**config.mk**
```make
export PLATFORM = sky130hd
export DESIGN_NAME = ccc_top
export DESIGN_NICKNAME = d
export VERILOG_FILES = /design/src/hdl/ccc_ctrl_pkg.sv /design/src/hdl/i3c_ccc_pkg.sv /design/src/hdl/ccc_addr_match.sv /design/src/hdl/ccc_fsm.sv /design/src/hdl/ccc_get_handler.sv /design/src/hdl/ccc_set_handler.sv /design/src/hdl/ccc_top.sv
export SDC_FILE = /design/constraint.sdc
export NUM_CORES = 1
export LEC_CHECK = 0
export ABC_AREA = 1
export BUFFER_PORTS_ARGS = -buffer_cell sky130_fd_sc_hd__clkbuf_2
export CAP_MARGIN = 20
export CORE_ASPECT_RATIO = 1.2
export CORE_MARGIN = 1.5
export CORE_UTILIZATION = 50
export DETAILED_ROUTE_END_ITERATION = 7
export GPL_TIMING_DRIVEN = 0
export PLACE_DENSITY = 0.91
export SYNTH_ARGS = -nofsm -noshare
export SYNTH_HDL_FRONTEND = slang
export SYNTH_SLANG_ARGS = --single-unit
```
**constraint.sdc**
```tcl
create_clock -name clk_i -period 2.9 [get_ports clk_i]
set_clock_uncertainty 0.1 [all_clocks]
set_input_delay 0.29 -clock clk_i [delete_from_list [all_inputs] [get_ports clk_i]]
set_output_delay 0.29 -clock clk_i [all_outputs]
set_load 0.01 [all_outputs]
```
**src/hdl/ccc_ctrl_pkg.sv**
```systemverilog
// CCC handler internal definitions
package ccc_ctrl_pkg;

  typedef enum logic [4:0] {
    Idle,
    WaitCcc,
    RxTbit,
    RxByte,
    RxAddr,
    TxAddrAck,
    RxData,
    RxDataTbit,
    TxData,
    TxDataTbit,
    WaitBusCond,
    NextCcc,
    DoneCcc
  } ccc_state_e;

  // Kind of request currently presented to the bus PHY
  typedef enum logic [2:0] {
    ReqNone,
    ReqRxBit,
    ReqRxByte,
    ReqTxBit,
    ReqTxByte
  } phy_req_e;

endpackage

```
**src/hdl/i3c_ccc_pkg.sv**
```systemverilog
// I3C CCC protocol definitions
package i3c_ccc_pkg;

  // Broadcast address used for CCCs and reserved-address framing
  localparam logic [6:0] RSVD_ADDR = 7'h7E;

  // Supported command codes, bit 7 set means direct
  typedef enum logic [7:0] {
    CccBcastEnec      = 8'h00,
    CccBcastDisec     = 8'h01,
    CccBcastRstdaa    = 8'h06,
    CccBcastSetmwl    = 8'h09,
    CccBcastSetmrl    = 8'h0A,
    CccDirectEnec     = 8'h80,
    CccDirectDisec    = 8'h81,
    CccDirectSetmwl   = 8'h89,
    CccDirectSetmrl   = 8'h8A,
    CccDirectGetmwl   = 8'h8B,
    CccDirectGetmrl   = 8'h8C,
    CccDirectGetpid   = 8'h8D,
    CccDirectGetbcr   = 8'h8E,
    CccDirectGetdcr   = 8'h8F,
    CccDirectGetstatus = 8'h90
  } ccc_opcode_e;

  // ENEC and DISEC event bit positions
  localparam int unsigned EVT_IBI_BIT = 0;
  localparam int unsigned EVT_CRR_BIT = 1;
  localparam int unsigned EVT_HJ_BIT  = 3;

endpackage
```
**src/hdl/ccc_addr_match.sv**
```systemverilog
// Direct CCC address match
`timescale 1ns/10ps

module ccc_addr_match
  import i3c_ccc_pkg::*;
  import ccc_ctrl_pkg::*;
(
  input  logic       clk_i,
  input  logic       rst_ni,
  input  ccc_state_e state_i,
  input  logic [7:0] rx_data_i,
  input  logic       rx_done_i,
  input  logic [6:0] sta_addr_i,
  input  logic       sta_addr_valid_i,
  input  logic [6:0] dyn_addr_i,
  input  logic       dyn_addr_valid_i,
  output logic       addr_ours_o,
  output logic       addr_rsvd_o,
  output logic       rnw_o
);

  logic [6:0] addr_q;
  logic       rnw_q;
  logic       addr_vld_q;
  logic       hit;

  // Latched address is only meaningful until the next CCC starts
  always_ff @(posedge clk_i or negedge rst_ni) begin
    if (!rst_ni) begin
      addr_q     <= '0;
      rnw_q      <= 1'b0;
      addr_vld_q <= 1'b0;
    end else if (state_i == RxAddr && rx_done_i) begin
      addr_q     <= rx_data_i[7:1];
      rnw_q      <= rx_data_i[0];
      addr_vld_q <= 1'b1;
    end else if (state_i == WaitCcc) begin
      addr_vld_q <= 1'b0;
    end
  end

  // Dynamic address takes priority over the static one
  always_comb begin
    if (dyn_addr_valid_i) hit = (addr_q == dyn_addr_i);
    else if (sta_addr_valid_i) hit = (addr_q == sta_addr_i);
    else hit = 1'b0;
  end

  assign addr_ours_o = addr_vld_q && hit;
  assign addr_rsvd_o = addr_vld_q && (addr_q == RSVD_ADDR);
  assign rnw_o       = rnw_q;

endmodule

```
**src/hdl/ccc_fsm.sv**
```systemverilog
// CCC frame state machine
`timescale 1ns/10ps

module ccc_fsm
  import i3c_ccc_pkg::*;
  import ccc_ctrl_pkg::*;
(
  input  logic        clk_i,
  input  logic        rst_ni,
  input  logic [7:0]  ccc_i,
  input  logic        ccc_valid_i,
  input  logic        rstart_det_i,
  input  logic        stop_det_i,
  input  logic        rx_done_i,
  input  logic        tx_done_i,
  input  logic        addr_ours_i,
  input  logic        addr_rsvd_i,
  input  logic        rnw_i,
  input  logic [7:0]  tx_byte_i,
  input  logic        last_byte_i,
  output ccc_state_e  state_o,
  output ccc_opcode_e cmd_o,
  output logic        rx_req_bit_o,
  output logic        rx_req_byte_o,
  output logic        tx_req_bit_o,
  output logic        tx_req_byte_o,
  output logic [7:0]  tx_value_o,
  output logic        tx_pp_o,
  output logic        done_fsm_o,
  output logic        next_ccc_o
);

  ccc_state_e  state_q, state_d;
  ccc_opcode_e cmd_q;
  phy_req_e    req;
  logic        is_direct;

  assign is_direct = cmd_q[7];

  always_ff @(posedge clk_i or negedge rst_ni) begin
    if (!rst_ni) begin
      cmd_q <= ccc_opcode_e'(8'h00);
    end else if (ccc_valid_i) begin
      cmd_q <= ccc_opcode_e'(ccc_i);
    end
  end

  always_comb begin
    state_d = state_q;
    case (state_q)
      Idle:        state_d = WaitCcc;
      WaitCcc:     if (ccc_valid_i) state_d = RxTbit;
      RxTbit: begin
        if (rx_done_i) state_d = is_direct ? RxByte : RxData;
      end
      // Either Sr with an address, or an unexpected data byte
      RxByte: begin
        if (rstart_det_i) state_d = RxAddr;
        else if (rx_done_i) state_d = WaitBusCond;
      end
      RxAddr:      if (rx_done_i) state_d = TxAddrAck;
      TxAddrAck: begin
        if (tx_done_i) begin
          if (addr_rsvd_i) state_d = NextCcc;
          else if (addr_ours_i && rnw_i) state_d = TxData;
          else if (addr_ours_i) state_d = RxData;
          else state_d = WaitBusCond;
        end
      end
      RxData: begin
        if (rstart_det_i) state_d = RxAddr;
        else if (rx_done_i) state_d = RxDataTbit;
      end
      RxDataTbit:  if (rx_done_i) state_d = RxData;
      TxData: begin
        if (rstart_det_i) state_d = RxAddr;
        else if (tx_done_i) state_d = TxDataTbit;
      end
      TxDataTbit: begin
        if (tx_done_i) state_d = last_byte_i ? WaitBusCond : TxData;
      end
      WaitBusCond: if (rstart_det_i) state_d = RxAddr;
      NextCcc:     state_d = WaitCcc;
      DoneCcc:     state_d = Idle;
      default:     state_d = Idle;
    endcase
  end

  // Stop ends the frame from anywhere
  always_ff @(posedge clk_i or negedge rst_ni) begin
    if (!rst_ni) begin
      state_q <= Idle;
    end else if (stop_det_i) begin
      state_q <= DoneCcc;
    end else begin
      state_q <= state_d;
    end
  end

  always_comb begin
    req        = ReqNone;
    tx_value_o = 8'h00;
    tx_pp_o    = 1'b0;
    case (state_q)
      RxTbit, RxDataTbit: req = ReqRxBit;
      RxAddr:             req = ReqRxByte;
      RxByte, RxData: begin
        // Withdraw the byte request once Sr shows up
        if (!rstart_det_i) req = ReqRxByte;
      end
      TxAddrAck: begin
        req        = ReqTxBit;
        tx_value_o = {7'h00, ~(addr_ours_i | addr_rsvd_i)};
      end
      TxData: begin
        req        = ReqTxByte;
        tx_value_o = tx_byte_i;
        tx_pp_o    = 1'b1;
      end
      TxDataTbit: begin
        req        = ReqTxBit;
        tx_value_o = {7'h00, ~last_byte_i};
        tx_pp_o    = 1'b1;
      end
      default: req = ReqNone;
    endcase
  end

  assign rx_req_bit_o  = (req == ReqRxBit);
  assign rx_req_byte_o = (req == ReqRxByte);
  assign tx_req_bit_o  = (req == ReqTxBit);
  assign tx_req_byte_o = (req == ReqTxByte);

  assign done_fsm_o = (state_q == DoneCcc);
  assign next_ccc_o = (state_q == NextCcc);
  assign state_o    = state_q;
  assign cmd_o      = cmd_q;

endmodule

```
**src/hdl/ccc_get_handler.sv**
```systemverilog
// GET CCC response generator
`timescale 1ns/10ps

module ccc_get_handler
  import i3c_ccc_pkg::*;
  import ccc_ctrl_pkg::*;
#(
  parameter int unsigned CNT_W = 8
) (
  input  logic        clk_i,
  input  logic        rst_ni,
  input  ccc_state_e  state_i,
  input  ccc_opcode_e cmd_i,
  input  logic        tx_done_i,
  input  logic [7:0]  get_bcr_i,
  input  logic [7:0]  get_dcr_i,
  input  logic [15:0] get_mwl_i,
  input  logic [15:0] get_mrl_i,
  input  logic [15:0] get_status_i,
  input  logic [47:0] get_pid_i,
  output logic [7:0]  tx_byte_o,
  output logic        last_byte_o
);

  logic [CNT_W-1:0] idx_q;
  logic [CNT_W-1:0] get_len;
  logic [47:0]      resp;

  // Response right-aligned, first byte sent sits at the highest used lane
  always_comb begin
    get_len = '0;
    resp    = '0;
    case (cmd_i)
      CccDirectGetbcr: begin
        get_len = CNT_W'(1);
        resp    = {40'h0, get_bcr_i};
      end
      CccDirectGetdcr: begin
        get_len = CNT_W'(1);
        resp    = {40'h0, get_dcr_i};
      end
      CccDirectGetmwl: begin
        get_len = CNT_W'(2);
        resp    = {32'h0, get_mwl_i};
      end
      CccDirectGetstatus: begin
        get_len = CNT_W'(2);
        resp    = {32'h0, get_status_i};
      end
      // Third byte is the max IBI payload, fixed at FF
      CccDirectGetmrl: begin
        get_len = CNT_W'(3);
        resp    = {24'h0, get_mrl_i, 8'hFF};
      end
      CccDirectGetpid: begin
        get_len = CNT_W'(6);
        resp    = get_pid_i;
      end
      default: begin
      end
    endcase
  end

  // Remaining byte count, zero once the last byte is out
  always_ff @(posedge clk_i or negedge rst_ni) begin
    if (!rst_ni) begin
      idx_q <= '0;
    end else if (state_i == TxAddrAck) begin
      idx_q <= get_len;
    end else if (state_i == TxData && tx_done_i && idx_q != '0) begin
      idx_q <= idx_q - 1'b1;
    end
  end

  always_comb begin
    case (idx_q)
      CNT_W'(6): tx_byte_o = resp[47:40];
      CNT_W'(5): tx_byte_o = resp[39:32];
      CNT_W'(4): tx_byte_o = resp[31:24];
      CNT_W'(3): tx_byte_o = resp[23:16];
      CNT_W'(2): tx_byte_o = resp[15:8];
      CNT_W'(1): tx_byte_o = resp[7:0];
      default:   tx_byte_o = 8'h00;
    endcase
  end

  assign last_byte_o = (idx_q == '0);

endmodule

```
**src/hdl/ccc_set_handler.sv**
```systemverilog
// SET CCC data handler
`timescale 1ns/10ps

module ccc_set_handler
  import i3c_ccc_pkg::*;
  import ccc_ctrl_pkg::*;
#(
  parameter int unsigned CNT_W = 8
) (
  input  logic        clk_i,
  input  logic        rst_ni,
  input  ccc_state_e  state_i,
  input  ccc_opcode_e cmd_i,
  input  logic [7:0]  rx_data_i,
  input  logic        rx_done_i,
  input  logic        addr_rsvd_i,
  output logic        set_mwl_o,
  output logic [15:0] mwl_o,
  output logic        set_mrl_o,
  output logic [15:0] mrl_o,
  output logic        enec_ibi_o,
  output logic        enec_crr_o,
  output logic        enec_hj_o,
  output logic        disec_ibi_o,
  output logic        disec_crr_o,
  output logic        disec_hj_o,
  output logic        rstdaa_o
);

  logic [7:0]       rx_byte_q;
  logic [CNT_W-1:0] data_cnt_q;
  logic             apply;
  logic             first, second;

  always_ff @(posedge clk_i or negedge rst_ni) begin
    if (!rst_ni) begin
      rx_byte_q <= '0;
    end else if (state_i == RxData && rx_done_i) begin
      rx_byte_q <= rx_data_i;
    end
  end

  // Data byte count within the current CCC or address
  always_ff @(posedge clk_i or negedge rst_ni) begin
    if (!rst_ni) begin
      data_cnt_q <= '0;
    end else if (state_i == WaitCcc || state_i == RxAddr) begin
      data_cnt_q <= '0;
    end else if (state_i == RxDataTbit && rx_done_i && data_cnt_q != '1) begin
      data_cnt_q <= data_cnt_q + 1'b1;
    end
  end

  // A byte takes effect once its T-bit is in
  assign apply  = (state_i == RxDataTbit) && rx_done_i && !addr_rsvd_i;
  assign first  = apply && (data_cnt_q == CNT_W'(0));
  assign second = apply && (data_cnt_q == CNT_W'(1));

  always_ff @(posedge clk_i or negedge rst_ni) begin
    if (!rst_ni) begin
      set_mwl_o   <= 1'b0;
      set_mrl_o   <= 1'b0;
      mwl_o       <= '0;
      mrl_o       <= '0;
      enec_ibi_o  <= 1'b0;
      enec_crr_o  <= 1'b0;
      enec_hj_o   <= 1'b0;
      disec_ibi_o <= 1'b0;
      disec_crr_o <= 1'b0;
      disec_hj_o  <= 1'b0;
      rstdaa_o    <= 1'b0;
    end else begin
      set_mwl_o <= 1'b0;
      set_mrl_o <= 1'b0;
      rstdaa_o  <= (cmd_i == CccBcastRstdaa) && (state_i == RxTbit) && rx_done_i;
      case (cmd_i)
        CccBcastSetmwl, CccDirectSetmwl: begin
          if (first) mwl_o[15:8] <= rx_byte_q;
          if (second) begin
            mwl_o[7:0] <= rx_byte_q;
            set_mwl_o  <= 1'b1;
          end
        end
        CccBcastSetmrl, CccDirectSetmrl: begin
          if (first) mrl_o[15:8] <= rx_byte_q;
          if (second) begin
            mrl_o[7:0] <= rx_byte_q;
            set_mrl_o  <= 1'b1;
          end
        end
        CccBcastEnec, CccDirectEnec: begin
          if (first) begin
            enec_ibi_o <= rx_byte_q[EVT_IBI_BIT];
            enec_crr_o <= rx_byte_q[EVT_CRR_BIT];
            enec_hj_o  <= rx_byte_q[EVT_HJ_BIT];
          end
        end
        CccBcastDisec, CccDirectDisec: begin
          if (first) begin
            disec_ibi_o <= rx_byte_q[EVT_IBI_BIT];
            disec_crr_o <= rx_byte_q[EVT_CRR_BIT];
            disec_hj_o  <= rx_byte_q[EVT_HJ_BIT];
          end
        end
        default: begin
        end
      endcase
    end
  end

endmodule

```
**src/hdl/ccc_top.sv**
```systemverilog
// I3C target CCC handler top
`timescale 1ns/10ps

module ccc_top
  import i3c_ccc_pkg::*;
  import ccc_ctrl_pkg::*;
#(
  parameter int unsigned CNT_W = 8
) (
  input  logic        clk_i,
  input  logic        rst_ni,
  input  logic [7:0]  ccc_i,
  input  logic        ccc_valid_i,
  input  logic        rstart_det_i,
  input  logic        stop_det_i,
  input  logic [7:0]  rx_data_i,
  input  logic        rx_done_i,
  input  logic        tx_done_i,
  input  logic [6:0]  sta_addr_i,
  input  logic        sta_addr_valid_i,
  input  logic [6:0]  dyn_addr_i,
  input  logic        dyn_addr_valid_i,
  input  logic [7:0]  get_bcr_i,
  input  logic [7:0]  get_dcr_i,
  input  logic [15:0] get_mwl_i,
  input  logic [15:0] get_mrl_i,
  input  logic [15:0] get_status_i,
  input  logic [47:0] get_pid_i,
  output logic        done_fsm_o,
  output logic        next_ccc_o,
  output logic        rx_req_bit_o,
  output logic        rx_req_byte_o,
  output logic        tx_req_bit_o,
  output logic        tx_req_byte_o,
  output logic [7:0]  tx_value_o,
  output logic        tx_pp_o,
  output logic        set_mwl_o,
  output logic [15:0] mwl_o,
  output logic        set_mrl_o,
  output logic [15:0] mrl_o,
  output logic        enec_ibi_o,
  output logic        enec_crr_o,
  output logic        enec_hj_o,
  output logic        disec_ibi_o,
  output logic        disec_crr_o,
  output logic        disec_hj_o,
  output logic        rstdaa_o
);

  ccc_state_e  state;
  ccc_opcode_e cmd;
  logic        addr_ours, addr_rsvd, rnw;
  logic [7:0]  tx_byte;
  logic        last_byte;

  ccc_fsm fsm_i (
    .clk_i, .rst_ni, .ccc_i, .ccc_valid_i, .rstart_det_i, .stop_det_i,
    .rx_done_i, .tx_done_i,
    .addr_ours_i (addr_ours),
    .addr_rsvd_i (addr_rsvd),
    .rnw_i       (rnw),
    .tx_byte_i   (tx_byte),
    .last_byte_i (last_byte),
    .state_o     (state),
    .cmd_o       (cmd),
    .rx_req_bit_o, .rx_req_byte_o, .tx_req_bit_o, .tx_req_byte_o,
    .tx_value_o, .tx_pp_o, .done_fsm_o, .next_ccc_o
  );

  ccc_addr_match addr_match_i (
    .clk_i, .rst_ni,
    .state_i     (state),
    .rx_data_i, .rx_done_i,
    .sta_addr_i, .sta_addr_valid_i, .dyn_addr_i, .dyn_addr_valid_i,
    .addr_ours_o (addr_ours),
    .addr_rsvd_o (addr_rsvd),
    .rnw_o       (rnw)
  );

  ccc_set_handler #(.CNT_W(CNT_W)) set_handler_i (
    .clk_i, .rst_ni,
    .state_i     (state),
    .cmd_i       (cmd),
    .rx_data_i, .rx_done_i,
    .addr_rsvd_i (addr_rsvd),
    .set_mwl_o, .mwl_o, .set_mrl_o, .mrl_o,
    .enec_ibi_o, .enec_crr_o, .enec_hj_o,
    .disec_ibi_o, .disec_crr_o, .disec_hj_o,
    .rstdaa_o
  );

  ccc_get_handler #(.CNT_W(CNT_W)) get_handler_i (
    .clk_i, .rst_ni,
    .state_i     (state),
    .cmd_i       (cmd),
    .tx_done_i,
    .get_bcr_i, .get_dcr_i, .get_mwl_i, .get_mrl_i, .get_status_i, .get_pid_i,
    .tx_byte_o   (tx_byte),
    .last_byte_o (last_byte)
  );

endmodule

```
## After elaboration in Yosys (flattened, before gate mapping)

Index checks and enable logic that the tools add are counted.

- Add/subtract/negate cells: 2
- Equal/unequal tests: 51
- Multiplexer cells: 38
- Bitwise gates (word level): 3
- Reduce and logical (&&, ||, !) cells: 42

Operators by type and width:

| cell | number |
|---|---|
| case mux 48 bit (6 select lines) | 1 |
| equality test 8 bit (second input constant) | 10 |
| two-way mux 5 bit | 16 |
| case mux 5 bit (11 select lines) | 1 |
| case mux 8 bit (6 select lines) | 1 |
| equality test 8 x 3 -> 1 bit (second input constant) | 4 |
| two-way mux 8 bit | 4 |
| equality test 5 x 4 -> 1 bit (second input constant) | 5 |
| equality test 8 x 1 -> 1 bit (second input constant) | 3 |
| zero test 8 bit | 3 |
| case mux 8 bit (3 select lines) | 1 |
| OR reduction 2 bit | 11 |
| != test 3 bit (second input constant) | 7 |
| equality test 5 x 3 -> 1 bit (second input constant) | 4 |
| equality test 8 x 2 -> 1 bit (second input constant) | 2 |
| equality test 8 x 4 -> 1 bit (second input constant) | 2 |
| case mux 3 bit (5 select lines) | 1 |
| equality test 7 bit | 2 |
| logical AND 1 bit | 14 |
| != test 4 bit (second input constant) | 3 |
| case mux 3 bit (4 select lines) | 1 |
| AND reduction 2 bit | 6 |
| equality test 5 x 2 -> 1 bit (second input constant) | 2 |
| AND reduction 10 bit | 1 |
| other kinds (19) | 31 |

- Flip-flop bits (word level): 87
- Input port bits: 151

## Longest topological paths before layout

Gate-level depths: netlist of run 1.

- Depth after elaboration: 10
- Gate-level depth with buffers: 14

## Modules after synthesis

A second synthesis of run 1 with hierarchy kept.

- Cells, all modules: 970
- Area total of the unflattened synthesis: 6,261.0 um^2

Modules (own cells, without submodules):

| module | times used | cells each | area each (um^2) | sequential area each (um^2) |
|---|---|---|---|---|
| ccc_set_handler | 1 | 316 | 2,637.5 | 1,426.4 |
| ccc_get_handler | 1 | 377 | 1,990.7 | 200.2 |
| ccc_fsm | 1 | 162 | 919.6 | 300.3 |
| ccc_addr_match | 1 | 115 | 713.2 | 225.2 |

## Worst setup path before layout of run 1

OpenSTA, ideal clock, no wires.

- Path kind: register to output
- From: reg fsm_i.cmd_q[5] (netlist: fsm_i.cmd_o[5])
- To: out tx_value_o[3]
- Data arrival time: 1,566 ps
- Required time: 2,510 ps
- Path slack: 944 ps
- Stages on the path, launching flop included: 13
- Buffers on the path: 1
- Cell sequence: dfrtp_1 > nor2_2 > nand2_2 > nor2_4 > nand2_2 > inv_2 > buf_2 > nand2_1 > nand4_1 > nand2_1 > nand2_1 > nor2_1 > nor2_1

- Longest elaborated chain between the ends: 4
- Elaborated cells between the ends (all ways): 9
- Those cells by class: eq/ne: 6; mux: 3

Ends and longest elaborated chain:

| what | RTL line | text |
|---|---|---|
| from (decl) | ccc_fsm.sv:34 | `ccc_opcode_e cmd_q;` |
| from (signal assigned) | ccc_fsm.sv:42 | `cmd_q <= ccc_opcode_e'(8'h00);` |
| from (signal assigned) | ccc_fsm.sv:44 | `cmd_q <= ccc_opcode_e'(ccc_i);` |
| equality test 8 bit | ccc_get_handler.sv:33 | `case (cmd_i)` |
| case mux 48 bit (6 select lines) (*) | ccc_get_handler.sv:33 |  |
| case mux 8 bit (6 select lines) (*) | ccc_get_handler.sv:76 | `case (idx_q)` |
| case mux 8 bit (3 select lines) (*) | ccc_fsm.sv:104 | `case (state_q)` |
| to (decl) | ccc_top.sv:35 | `output logic [7:0] tx_value_o,` |

Every way passes the cells marked *; elsewhere a longest branch is shown, timed or not.

## Final worst setup path of run 1

- From: reg get_handler_i.idx_q[1]
- To: out tx_value_o[1]

- Longest elaborated chain between the ends: 3
- Elaborated cells between the ends (all ways): 8
- Those cells by class: eq/ne: 6; mux: 2

Ends and longest elaborated chain:

| what | RTL line | text |
|---|---|---|
| from (decl) | ccc_get_handler.sv:25 | `logic [CNT_W-1:0] idx_q;` |
| from (signal assigned) | ccc_get_handler.sv:69 | `idx_q <= get_len;` |
| from (signal assigned) | ccc_get_handler.sv:71 | `idx_q <= idx_q - 1'b1;` |
| equality test 8 x 1 -> 1 bit (tied with other cells) | ccc_get_handler.sv:76 |  |
| case mux 8 bit (6 select lines) (*) | ccc_get_handler.sv:76 |  |
| case mux 8 bit (3 select lines) (*) | ccc_fsm.sv:104 |  |

Marked as above.

==> results.md, run 1 <==
* Clock-pin slew on the worst setup and hold paths at 70 ps
* IO Pins at 207
* Int Pwr at 2.797 mW
* H-tree depth at 3
* Vias in the first global route at 6,281
* Seq pwr share at 34.7%
* Avg Cell Area, Syn at 6.657 sq um
* Detail Route Antenna Nets at 0
* Total clock sinks at 86
* Clk root buf: clkbuf_16
* Final number of setup-violating endpoints at 0
* Die H at 117.3 microns
* IO buf count at 206
* Non-Filler Instances at 1,178
* Max-slew violations at 0
* Worst EP required at 2510 ps
* Core Footprint at 10,570 sq um
* Vias per cell at 5.421
* Cell Rows at 41
* Sw power at 1.789 mW
* Die outline width at 98.27 microns
* Final min period at 2755 ps
* Worst hold path type: input port to flop
* Comb pwr share at 35.6%
* Power per Cell Area at 644.9 nW/um^2
* Die area at 11,530 sq um
* Post-synthesis sequential area ratio at 39.52%
* Hold Fails Final Rpt at 0
* Crit. End Element: primary output
* Total gr overflow at 0
* Post-Route WL at 18,290 microns
* First-pass GRT wire length at 29,050 microns
* TNS Setup at 0 ps
* DR vias at 6,386
* Final Cycle Share at 95.00%
* Mapped cell area at 5445 sq um
* Clock Latency Late Sink at 350 ps
* Worst-margin pin slew at 634.2 ps
* Worst-path maximum fanout at 10
* Initial antenna violation count at 6
* Worst r2r path cells at 8
* Inst Count DP at 1,154
* Fmax at 0.3630 GHz
* Layout cells sized above 1 at 26.25%
* Warnings, synthesis at 0
* Slew headroom at 57.49%
* Syn nets at 977
* Top post-synthesis cells by area: dfrtp_1 40%, nand2_1 21%, nand3_1 7.0%
* MaxCap Viol Count at 0
* Net Sw Frac at 39.01%
* Number of nets in the layout at 1,198
* P&R area growth vs syn at 30.56%
* Worst setup path class: flop to primary output
* Drt pass-1 iters at 5
* Worst VDD drop at 0.5091 mV
* Post-synth top area share at 39.52%
* Total CTS buffers at 9
* Final RePlAce weighted congestion at 0.9722
* Largest net degree at the start of global routing at 54
* Clock Power Share at 29.6%
* CTS Buffer Depth at 2
* Starting Density at 51.53%
* 1st-iter DRT viols at 479
* Status: finished clean
* CTS tree: done
* Setup slack, reg-to-reg at 840 ps
* Yosys reg bits at 86
* Synthesized instance count at 818
* Detailed placement HPWL at 14,350 microns
* Routed len/inst at 15.53 microns
* Number of remaining DRC errors at 0
* Unique cell type count in the Yosys netlist at 33
* Total GRT Usage at 31.55%
* Worst EP arrival at 2370 ps
* LEAKAGE at 3.881 nW
* Startpoint Class: flop
* Yosys top cell by area: dfrtp_1
* Hold depth at 3
[power groups by stage]
stage | Sequential, mW | Combinational (mW) | Clock (mW)
after floorplan | 1.56 | 1.07 | 0
after global placement | 1.59 | 1.50 | 0
after detailed placement | 1.60 | 1.55 | 0
after CTS | 1.58 | 1.57 | 1.36
after global routing | 1.62 | 1.85 | 1.42
final | 1.59 | 1.63 | 1.36
[stage by stage]
step                worst slack (ps)  power, mW  hold WS [ps]  utilization (%)  instance area, sq um
floorplan                      943.5      2.624        -105.6                -                  5445
global placement               293.4      3.091         367.7            62.81                  6638
detailed placement             250.6      3.158         200.7            63.10                  6668
CTS                            52.95      4.520         53.38            66.59                  7037
global route                  -2.157      4.891         86.79            67.16                  7097
finish                         144.9      4.585         53.99            67.27                  7109
[what timing repair did]
item	CTS	global route
hold buffers	1	0
pin swaps	0	1
resized for setup	1	16
endpoints found under the hold margin	33	0
setup buffers	0	3
endpoints found under the setup margin	6	8
[flip-flops by register name, summed over array words and instances, names as in the netlist]
name	flops
get_handler_i.idx_q	8
fsm_i.state_o	4
fsm_i.cmd_o	8
addr_match_i.addr_vld_q	1
set_handler_i.enec_ibi_o	1
set_handler_i.disec_crr_o	1
addr_match_i.rnw_o	1
set_handler_i.mrl_o	16
addr_match_i.addr_q	7
set_handler_i.enec_hj_o	1
set_handler_i.set_mwl_o	1
set_handler_i.data_cnt_q	8
set_handler_i.set_mrl_o	1
set_handler_i.enec_crr_o	1
set_handler_i.rx_byte_q	8
set_handler_i.rstdaa_o	1
set_handler_i.disec_ibi_o	1
set_handler_i.mwl_o	16
set_handler_i.disec_hj_o	1
[cells in the mapped netlist, drive strengths merged]
cell type and instances:
dfrtp 86, o21ai 89, inv 89, ha 8, a31oi 1, o21bai 1
nand3b 2, a21oi 14, nand4 25, a22oi 1, nor4 4, clkbuf 7
clkinv 1, nand3 76, xor2 2, o21ba 1, xnor2 1, a211oi 2
buf 11, nor2 71, o221ai 1, o22ai 2, nand2 311, nor3 12
[placed cells by master (no fill, tap or decap), types with 3 or more instances in the layout]
master	instances
nor2_2	10
dfrtp_1	86
nand3_1	76
nand4_1	25
o21ai_1	21
buf_2	7
clkbuf_1	4
nand2_1	300
clkbuf_16	9
inv_1	86
bufinv_16	3
nor2_4	6
nand2_2	11
buf_4	4
nor4_1	4
clkbuf_4	3
o21ai_0	68
a21oi_1	14
diode_2	5
nor3_1	9
nor2_1	55
inv_2	3
ha_1	8
clkbuf_2	208
[path summary, 6_finish.rpt]
check | startpoint | endpoint
worst min-delay path | ccc_i[6] | fsm_i.cmd_o[6]$_DFFE_PN0P_
worst max-delay path | get_handler_i.idx_q[1]$_DFFE_PN0P_ | tx_value_o[1]
worst max register to register | fsm_i.cmd_o[5]$_DFFE_PN0P_ | set_handler_i.mrl_o[5]$_DFFE_PN0P_
max in group asynchronous | rst_ni | fsm_i.state_o[3]$_DFFE_PN0P_
min in group asynchronous | rst_ni | set_handler_i.mwl_o[6]$_DFFE_PN0P_
worst min register to register | set_handler_i.rx_byte_q[0]$_DFFE_PN0P_ | set_handler_i.rx_byte_q[0]$_DFFE_PN0P_
[kinds of logic (layout without fill, tap and decap cells)]
group	after synthesis	after routing	share of synthesized area (%)
flip-flops	86	86	39.52
AND/OR/NAND/NOR	501	501	39.59
AO/OA/AOI/OAI	112	112	10.80
XOR/XNOR	3	3	0.4826
other	0	5	0
adder cells (fa/ha/maj)	8	8	1.838
buffers and inverters	108	334	7.766
[metal layers]
metal | routed length [microns] | global-route usage, % | vias to the layer above
li1 | - | - | 3103
met1 | 6561 | 33.71 | 2911
met2 | 9398 | 58.10 | 324
met3 | 1763 | 8.462 | 46
met4 | 556 | 12.68 | 2
met5 | 11 | 0 | -
[area by class of cell]
type / count / area, sq um
diodes: 5 / 12.51
plain buffers: 17 / 87.58
clock buffers: 9 / 225.2
clock inverters: 7 / 128.9
fillers: 923 / 3458
inverters: 90 / 337.8
multi-input cells: 624 / 2910
flip-flops and latches: 86 / 2152
well taps: 129 / 161.4
repair buffers: 211 / 1094
[worst max-delay path, cell delays in order (launching register included)]
cell and delay (ps):
dfrtp_1 410, inv_1 120, ha_1 180, nand4_1 100, inv_1 240, clkbuf_2 280, o21ai_0 260, nand2_1 120
nor2_1 50, nor2_1 90, clkbuf_2 150
Note: power is estimated with default switching activity, not from simulation.
==> run 2, diff against run 1 <==
--- a/config.mk
+++ b/config.mk
@@ -13,6 +13,7 @@
 export CORE_UTILIZATION = 50
 export DETAILED_ROUTE_END_ITERATION = 7
 export GPL_TIMING_DRIVEN = 0
+export HOLD_SLACK_MARGIN = 0.1
 export PLACE_DENSITY = 0.91
 export SYNTH_ARGS = -nofsm -noshare
 export SYNTH_HDL_FRONTEND = slang
==> results.md, run 2 (same netlist as run 1, synthesis figures left out) <==
* Final Cycle Share at 94.82%
* DR vias at 6,418
* Number of nets in the layout at 1,205
* Startpoint Class: flop
* Max-slew violations at 0
* CTS tree: done
* IO buf count at 206
* Worst VDD drop at 0.5089 mV
* Die area at 11,530 sq um
* MaxCap Viol Count at 0
* Power per Cell Area at 640.2 nW/um^2
* Total clock sinks at 86
* 1st-iter DRT viols at 552
* Worst EP required at 2510 ps
* Hold depth at 3
* Commonest non-fill, non-tap cells in the layout: 300 x nand2_1, 208 x clkbuf_2, 86 x inv_1, 86 x dfrtp_1, 76 x nand3_1
* Inst Count DP at 1,154
* Non-Filler Instances at 1,185
* Final min period at 2750 ps
* Min-Delay Endpoint: set_handler_i.rx_byte_q[6]$_DFFE_PN0P_
* Routed len/inst at 15.65 microns
* Total gr overflow at 0
* Drt pass-1 iters at 5
* Most common cell after layout, fill and taps aside: nand2_1
* Min-delay src: rx_data_i[6]
* Util after Layout at 67.94%
* TNS Setup at 0 ps
* Fmax at 0.3637 GHz
* Tot Pwr at 4.596 mW
* Initial antenna violation count at 6
* Final number of setup-violating endpoints at 0
* Worst-margin pin slew at 624.3 ps
* Crit. End Element: primary output
* Clk root buf: clkbuf_16
* Hold Fails Final Rpt at 0
* CTS Buffer Depth at 2
* RR Startpoint: fsm_i.cmd_o[5]$_DFFE_PN0P_
* P&R area growth vs syn at 31.85%
* Total CTS buffers at 9
* Clock Latency Late Sink at 350 ps
* First-pass GRT wire length at 29,460 microns
* Detail Route Antenna Nets at 0
* Post-Route WL at 18,550 microns
* IO Pins at 207
* Layout cells sized above 1 at 26.07%
* Cell Rows at 41
* Vias per cell at 5.416
* Detailed placement HPWL at 14,350 microns
* Setup slack, reg-to-reg at 830 ps
* Final RePlAce weighted congestion at 0.9722
* Worst r2r path cells at 8
* Core Footprint at 10,570 sq um
* Status: finished clean
* Slew headroom at 58.15%
* LEAKAGE at 3.910 nW
* Largest net degree at the start of global routing at 54
* Die H at 117.3 microns
* Worst setup path class: flop to primary output
* Clock-pin slew on the worst setup and hold paths at 60 ps
* Number of remaining DRC errors at 0
* Largest regs: set_handler_i.mrl_o (16), set_handler_i.mwl_o (16)
* H-tree depth at 3
* Vias in the first global route at 6,386
* Worst EP arrival at 2360 ps
* Total GRT Usage at 31.94%
* Starting Density at 51.53%
* Worst hold path type: input port to flop
* Worst-path maximum fanout at 9
* Reg2reg end: set_handler_i.mrl_o[5]$_DFFE_PN0P_
* Die outline width at 98.27 microns
==> run 2: per-stage QoR <==
step	setup slack, ps	instance area [sq um]	hold WS (ps)
6_report	150.2	7179	105.0
5_1_grt	-2.621	7167	119.6
4_1_cts	52.95	7107	104.3
3_5_place_dp	250.6	6668	200.7
3_3_place_gp	293.4	6638	367.7
2_1_floorplan	943.5	5445	-105.6
==> run 2: worst max-delay path: stages, from the launching register on <==
cell      delay (ps)
dfrtp_1          410
nor2_2           200
nand2_2          200
nor2_4           300
nor2_1            80
nand3_1           80
nand2_1          220
o21bai_1         290
nand2_1           80
clkbuf_2         140
==> run 2: worst max-delay path by stage <==
stage,startpoint,to,slack (ps),cells after the start
after floorplan,fsm_i.cmd_o[5]$_DFFE_PN0P_,tx_value_o[3],940,12
after global placement,fsm_i.cmd_o[3]$_DFFE_PN0P_,tx_value_o[6],290,10
after detailed placement,fsm_i.cmd_o[3]$_DFFE_PN0P_,tx_value_o[6],250,10
after CTS,get_handler_i.idx_q[0]$_DFFE_PN0P_,tx_value_o[0],50,10
after global routing,fsm_i.cmd_o[5]$_DFFE_PN0P_,tx_value_o[4],-3,13
final,get_handler_i.idx_q[4]$_DFFE_PN0P_,tx_value_o[0],150,9
==> run 2: layout make-up <==
| class | count | area, sq um |
|---|---|---|
| fillers | 911 | 3388 |
| multi-input cells | 624 | 2910 |
| flip-flops and latches | 86 | 2152 |
| repair buffers | 218 | 1164 |
| inverters | 90 | 337.8 |
| clock buffers | 9 | 225.2 |
| well taps | 129 | 161.4 |
| clock inverters | 7 | 128.9 |
| plain buffers | 17 | 87.58 |
| diodes | 5 | 12.51 |
==> run 2: per-layer routing <==
layer	wire (microns)	vias to the layer above	share of wire, %	global-route usage [%]
met5	11	-	0.059	0
met4	746	2	4.0	14.88
met3	1700	60	9.2	8.582
met2	9376	312	51	58.15
met1	6715	2927	36	33.84
li1	-	3117	-	-
==> run 2: power by group <==
| group | internal (mW) | switching [mW] | total, mW | leakage (nW) |
|---|---|---|---|---|
| Combinational | 0.548 | 1.09 | 1.64 | 2.59 |
| Sequential | 1.40 | 0.194 | 1.59 | 1.15 |
| Clock | 0.856 | 0.507 | 1.36 | 0.170 |
| Total | 2.80 | 1.79 | 4.60 | 3.91 |
==> run 2: timing repair <==
action                                  in CTS  in global routing
hold buffers                                 8                  0
pin swaps                                    0                  1
hold endpoints to repair                    41                  0
buffers inserted                             0                  3
endpoints found under the setup margin       6                  8
gates resized for setup                      1                 16
==> run 3, diff against run 2 <==
--- a/config.mk
+++ b/config.mk
@@ -14,7 +14,9 @@
 export DETAILED_ROUTE_END_ITERATION = 7
 export GPL_TIMING_DRIVEN = 0
 export HOLD_SLACK_MARGIN = 0.1
-export PLACE_DENSITY = 0.91
+export PLACE_DENSITY = 0.89
+export SLEW_MARGIN = 15
 export SYNTH_ARGS = -nofsm -noshare
 export SYNTH_HDL_FRONTEND = slang
+export SYNTH_HIERARCHICAL = 1
 export SYNTH_SLANG_ARGS = --single-unit
==> results.md, run 3 <==
* Status: finished clean
* Drt pass-1 iters at 6
* Commonest cells in the netlist: 332 x nand2_1, 174 x nand3_1, 137 x nor2_1
* Detail Route Antenna Nets at 0
* CTS Buffer Depth at 2
* Total clock sinks at 86
* FFs w/ async S/R, synth at 100.0%
* Slew headroom at 44.30%
* Setup slack, reg-to-reg at 670 ps
* Worst EP required at 2510 ps
* RR Startpoint: addr_match_i/addr_q[0]$_DFFE_PN0P_
* P&R area growth vs syn at 27.92%
* IO buf count at 205
* Metal2 WL at 9938 microns
* Int Pwr at 2.701 mW
* Avg Cell Area, Syn at 6.455 sq um
* Ant. Diodes at 0
* Yosys top cell by area: dfrtp_1
* Top_reg_cell synth: dfrtp_1
* Largest regs: set_handler_i/mrl_o (16), set_handler_i/mwl_o (16)
* Final number of setup-violating endpoints at 0
* Crit-path cells: nor2_1, nand2_2, nor2_1, a21boi_1, nor2_1, nand2_1, nand2_1, o221ai_1, clkbuf_2
* Worst hold path type: input port to flop
* Most common cell after layout, fill and taps aside: nand2_1
* Placement Setup Slack at 437.1 ps
* Startpoint Class: flop
* Starting Density at 51.46%
* Final Cycle Share at 94.46%
* Min-delay src: ccc_i[1]
* Hold depth at 3
* Total GRT Usage at 30.61%
* Comb pwr share at 36.9%
* Critical Path Slowest Stage Cell: dfrtp_1
* Worst path buffer plus inverter count at 1
* TNS Setup at 0 ps
* Mapped cell area at 6261 sq um
* Number of nets in the layout at 1,362
* CP max stage delay at 440 ps
* Unique cell type count in the Yosys netlist at 34
* Worst setup path start: get_handler_i/idx_q[4]$_DFFE_PN0P_
* Worst-path maximum fanout at 8
* Power per Cell Area at 585.3 nW/um^2
* Yosys reg bits at 86
* Worst r2r path cells at 10
* Top delay family on crit path: simple AND/OR/NAND/NOR gates
* Worst VDD drop at 0.3292 mV
* LEAKAGE at 4.520 nW
* Layout cells sized above 1 at 24.92%
* Worst hold slack at 113.7 ps
* Syn nets at 1,129
* Post-Route WL at 20,210 microns
* Synthesized instance count at 970
* Vias per cell at 5.411
* Core Footprint at 12,170 sq um
* Worst-margin pin slew at 829.1 ps
* First-pass GRT wire length at 32,590 microns
* Number of remaining DRC errors at 0
* Commonest non-fill, non-tap cells in the layout: 331 x nand2_1, 204 x clkbuf_2, 174 x nand3_1
* Hold Fails Final Rpt at 0
* Clk root buf: clkbuf_16
* Seq pwr share at 37.4%
* Critical path depth at 9
* Total CTS buffers at 9
* EDFF count, synth at 0
* Largest net degree at the start of global routing at 59
* CTS tree: done
* 1st-iter DRT viols at 625
* Die area at 13,200 sq um
* Clock-pin slew on the worst setup and hold paths at 60 ps
* Initial antenna violation count at 0
* Vias in the first global route at 7,058
* Crit. End Element: primary output
* DR vias at 7,408
* Die outline width at 105.2 microns
* Clock Latency Late Sink at 350 ps
* Total gr overflow at 0
* Worst EP arrival at 2350 ps
* Max-slew violations at 0
* Met1 WL at 7744 microns
* Post-synthesis sequential area ratio at 34.37%
* Final RePlAce weighted congestion at 1.003
* Top post-synthesis cells by area: dfrtp_1 34%, nand2_1 20%, nand3_1 14%
* Most used cell, CP: nor2_1
* Final min period at 2739 ps
* Net Sw Frac at 42.37%
* Util after Layout at 65.83%
* Top layer in use: met4
* Die H at 125.6 microns
* Worst setup path class: flop to primary output
* Warnings, synthesis at 6
* Fmax at 0.3651 GHz
* Detailed placement HPWL at 14,960 microns
* Post-synth top area share at 34.37%
* Cell Rows at 44
* Clock Power Share at 25.7%
* Sw power at 1.986 mW
* Most common cell in the netlist: nand2_1
* IO Pins at 207
* Final worst setup slack at 160.8 ps
* Met3 Routed Length at 1605 microns
* MaxCap Viol Count at 0
* H-tree depth at 3
* Routed len/inst at 14.77 microns
## run 3: cells by family (layout without fill, tap and decap cells)
family	Yosys count	in the layout	synth area share (%)
compound gates	52	52	5.196
xor+xnor	6	6	0.8393
fa+ha+maj	8	8	1.599
buf+inv	117	355	8.373
flops	86	86	34.37
other cells	1	1	0.05989
simple gates	700	700	49.56
## run 3: what timing repair did
item | CTS | global route
hold buffers | 15 | 0
buffers inserted | 0 | 1
hold endpoints to repair | 43 | 0
resized for setup | 0 | 6
endpoints found under the setup margin | 0 | 2
## run 3: power by group through the flow
stage               registers (mW)  clock network (mW)  logic [mW]
floorplan                     1.64                   0        1.19
global placement              1.75                   0        1.60
detailed placement            1.76                   0        1.65
CTS                           1.74                1.21        1.67
global route                  1.78                1.26        1.93
finish                        1.75                1.21        1.73
## run 3: area by class of cell
| type | instances | area (sq um) |
|---|---|---|
| Multi-Input combinational cell | 767 | 3607 |
| Tap cell | 161 | 201.4 |
| Sequential cell | 86 | 2152 |
| Clock buffer | 11 | 242.7 |
| Buffer | 22 | 167.7 |
| Timing Repair Buffer | 222 | 1214 |
| Fill cell | 1060 | 4158 |
| Clock inverter | 5 | 67.56 |
| Inverter | 95 | 356.6 |
## run 3: stage by stage
step / std cells / instance area, sq um / total power, mW
floorplan: 970 / 6261 / 2.835
global placement: 1336 / 7488 / 3.352
detailed placement: 1337 / 7518 / 3.404
CTS: 1368 / 7979 / 4.620
global route: 1369 / 8009 / 4.971
finish: 1369 / 8009 / 4.688
## run 3: final timing paths
path                                                           end
worst min-delay path                    fsm_i/cmd_o[1]$_DFFE_PN0P_
max in group asynchronous               fsm_i/cmd_o[4]$_DFFE_PN0P_
worst min register to register  set_handler_i/mwl_o[4]$_DFFE_PN0P_
worst max register to register        fsm_i/state_o[2]$_DFFE_PN0P_
min in group asynchronous        set_handler_i/set_mwl_o$_DFF_PN0_
worst max-delay path                                 tx_value_o[0]
## run 3: per-layer routing
layer  global-route usage [%]  up-vias
met2                    53.79      402
met5                        0        -
met1                    35.51     3366
met4                    16.04        0
li1                         -     3552
met3                    5.162       88
## run 3: worst min-delay path: stages
cell and delay, ps:
clkbuf_2 90, nand2_1 70, nand2_1 70
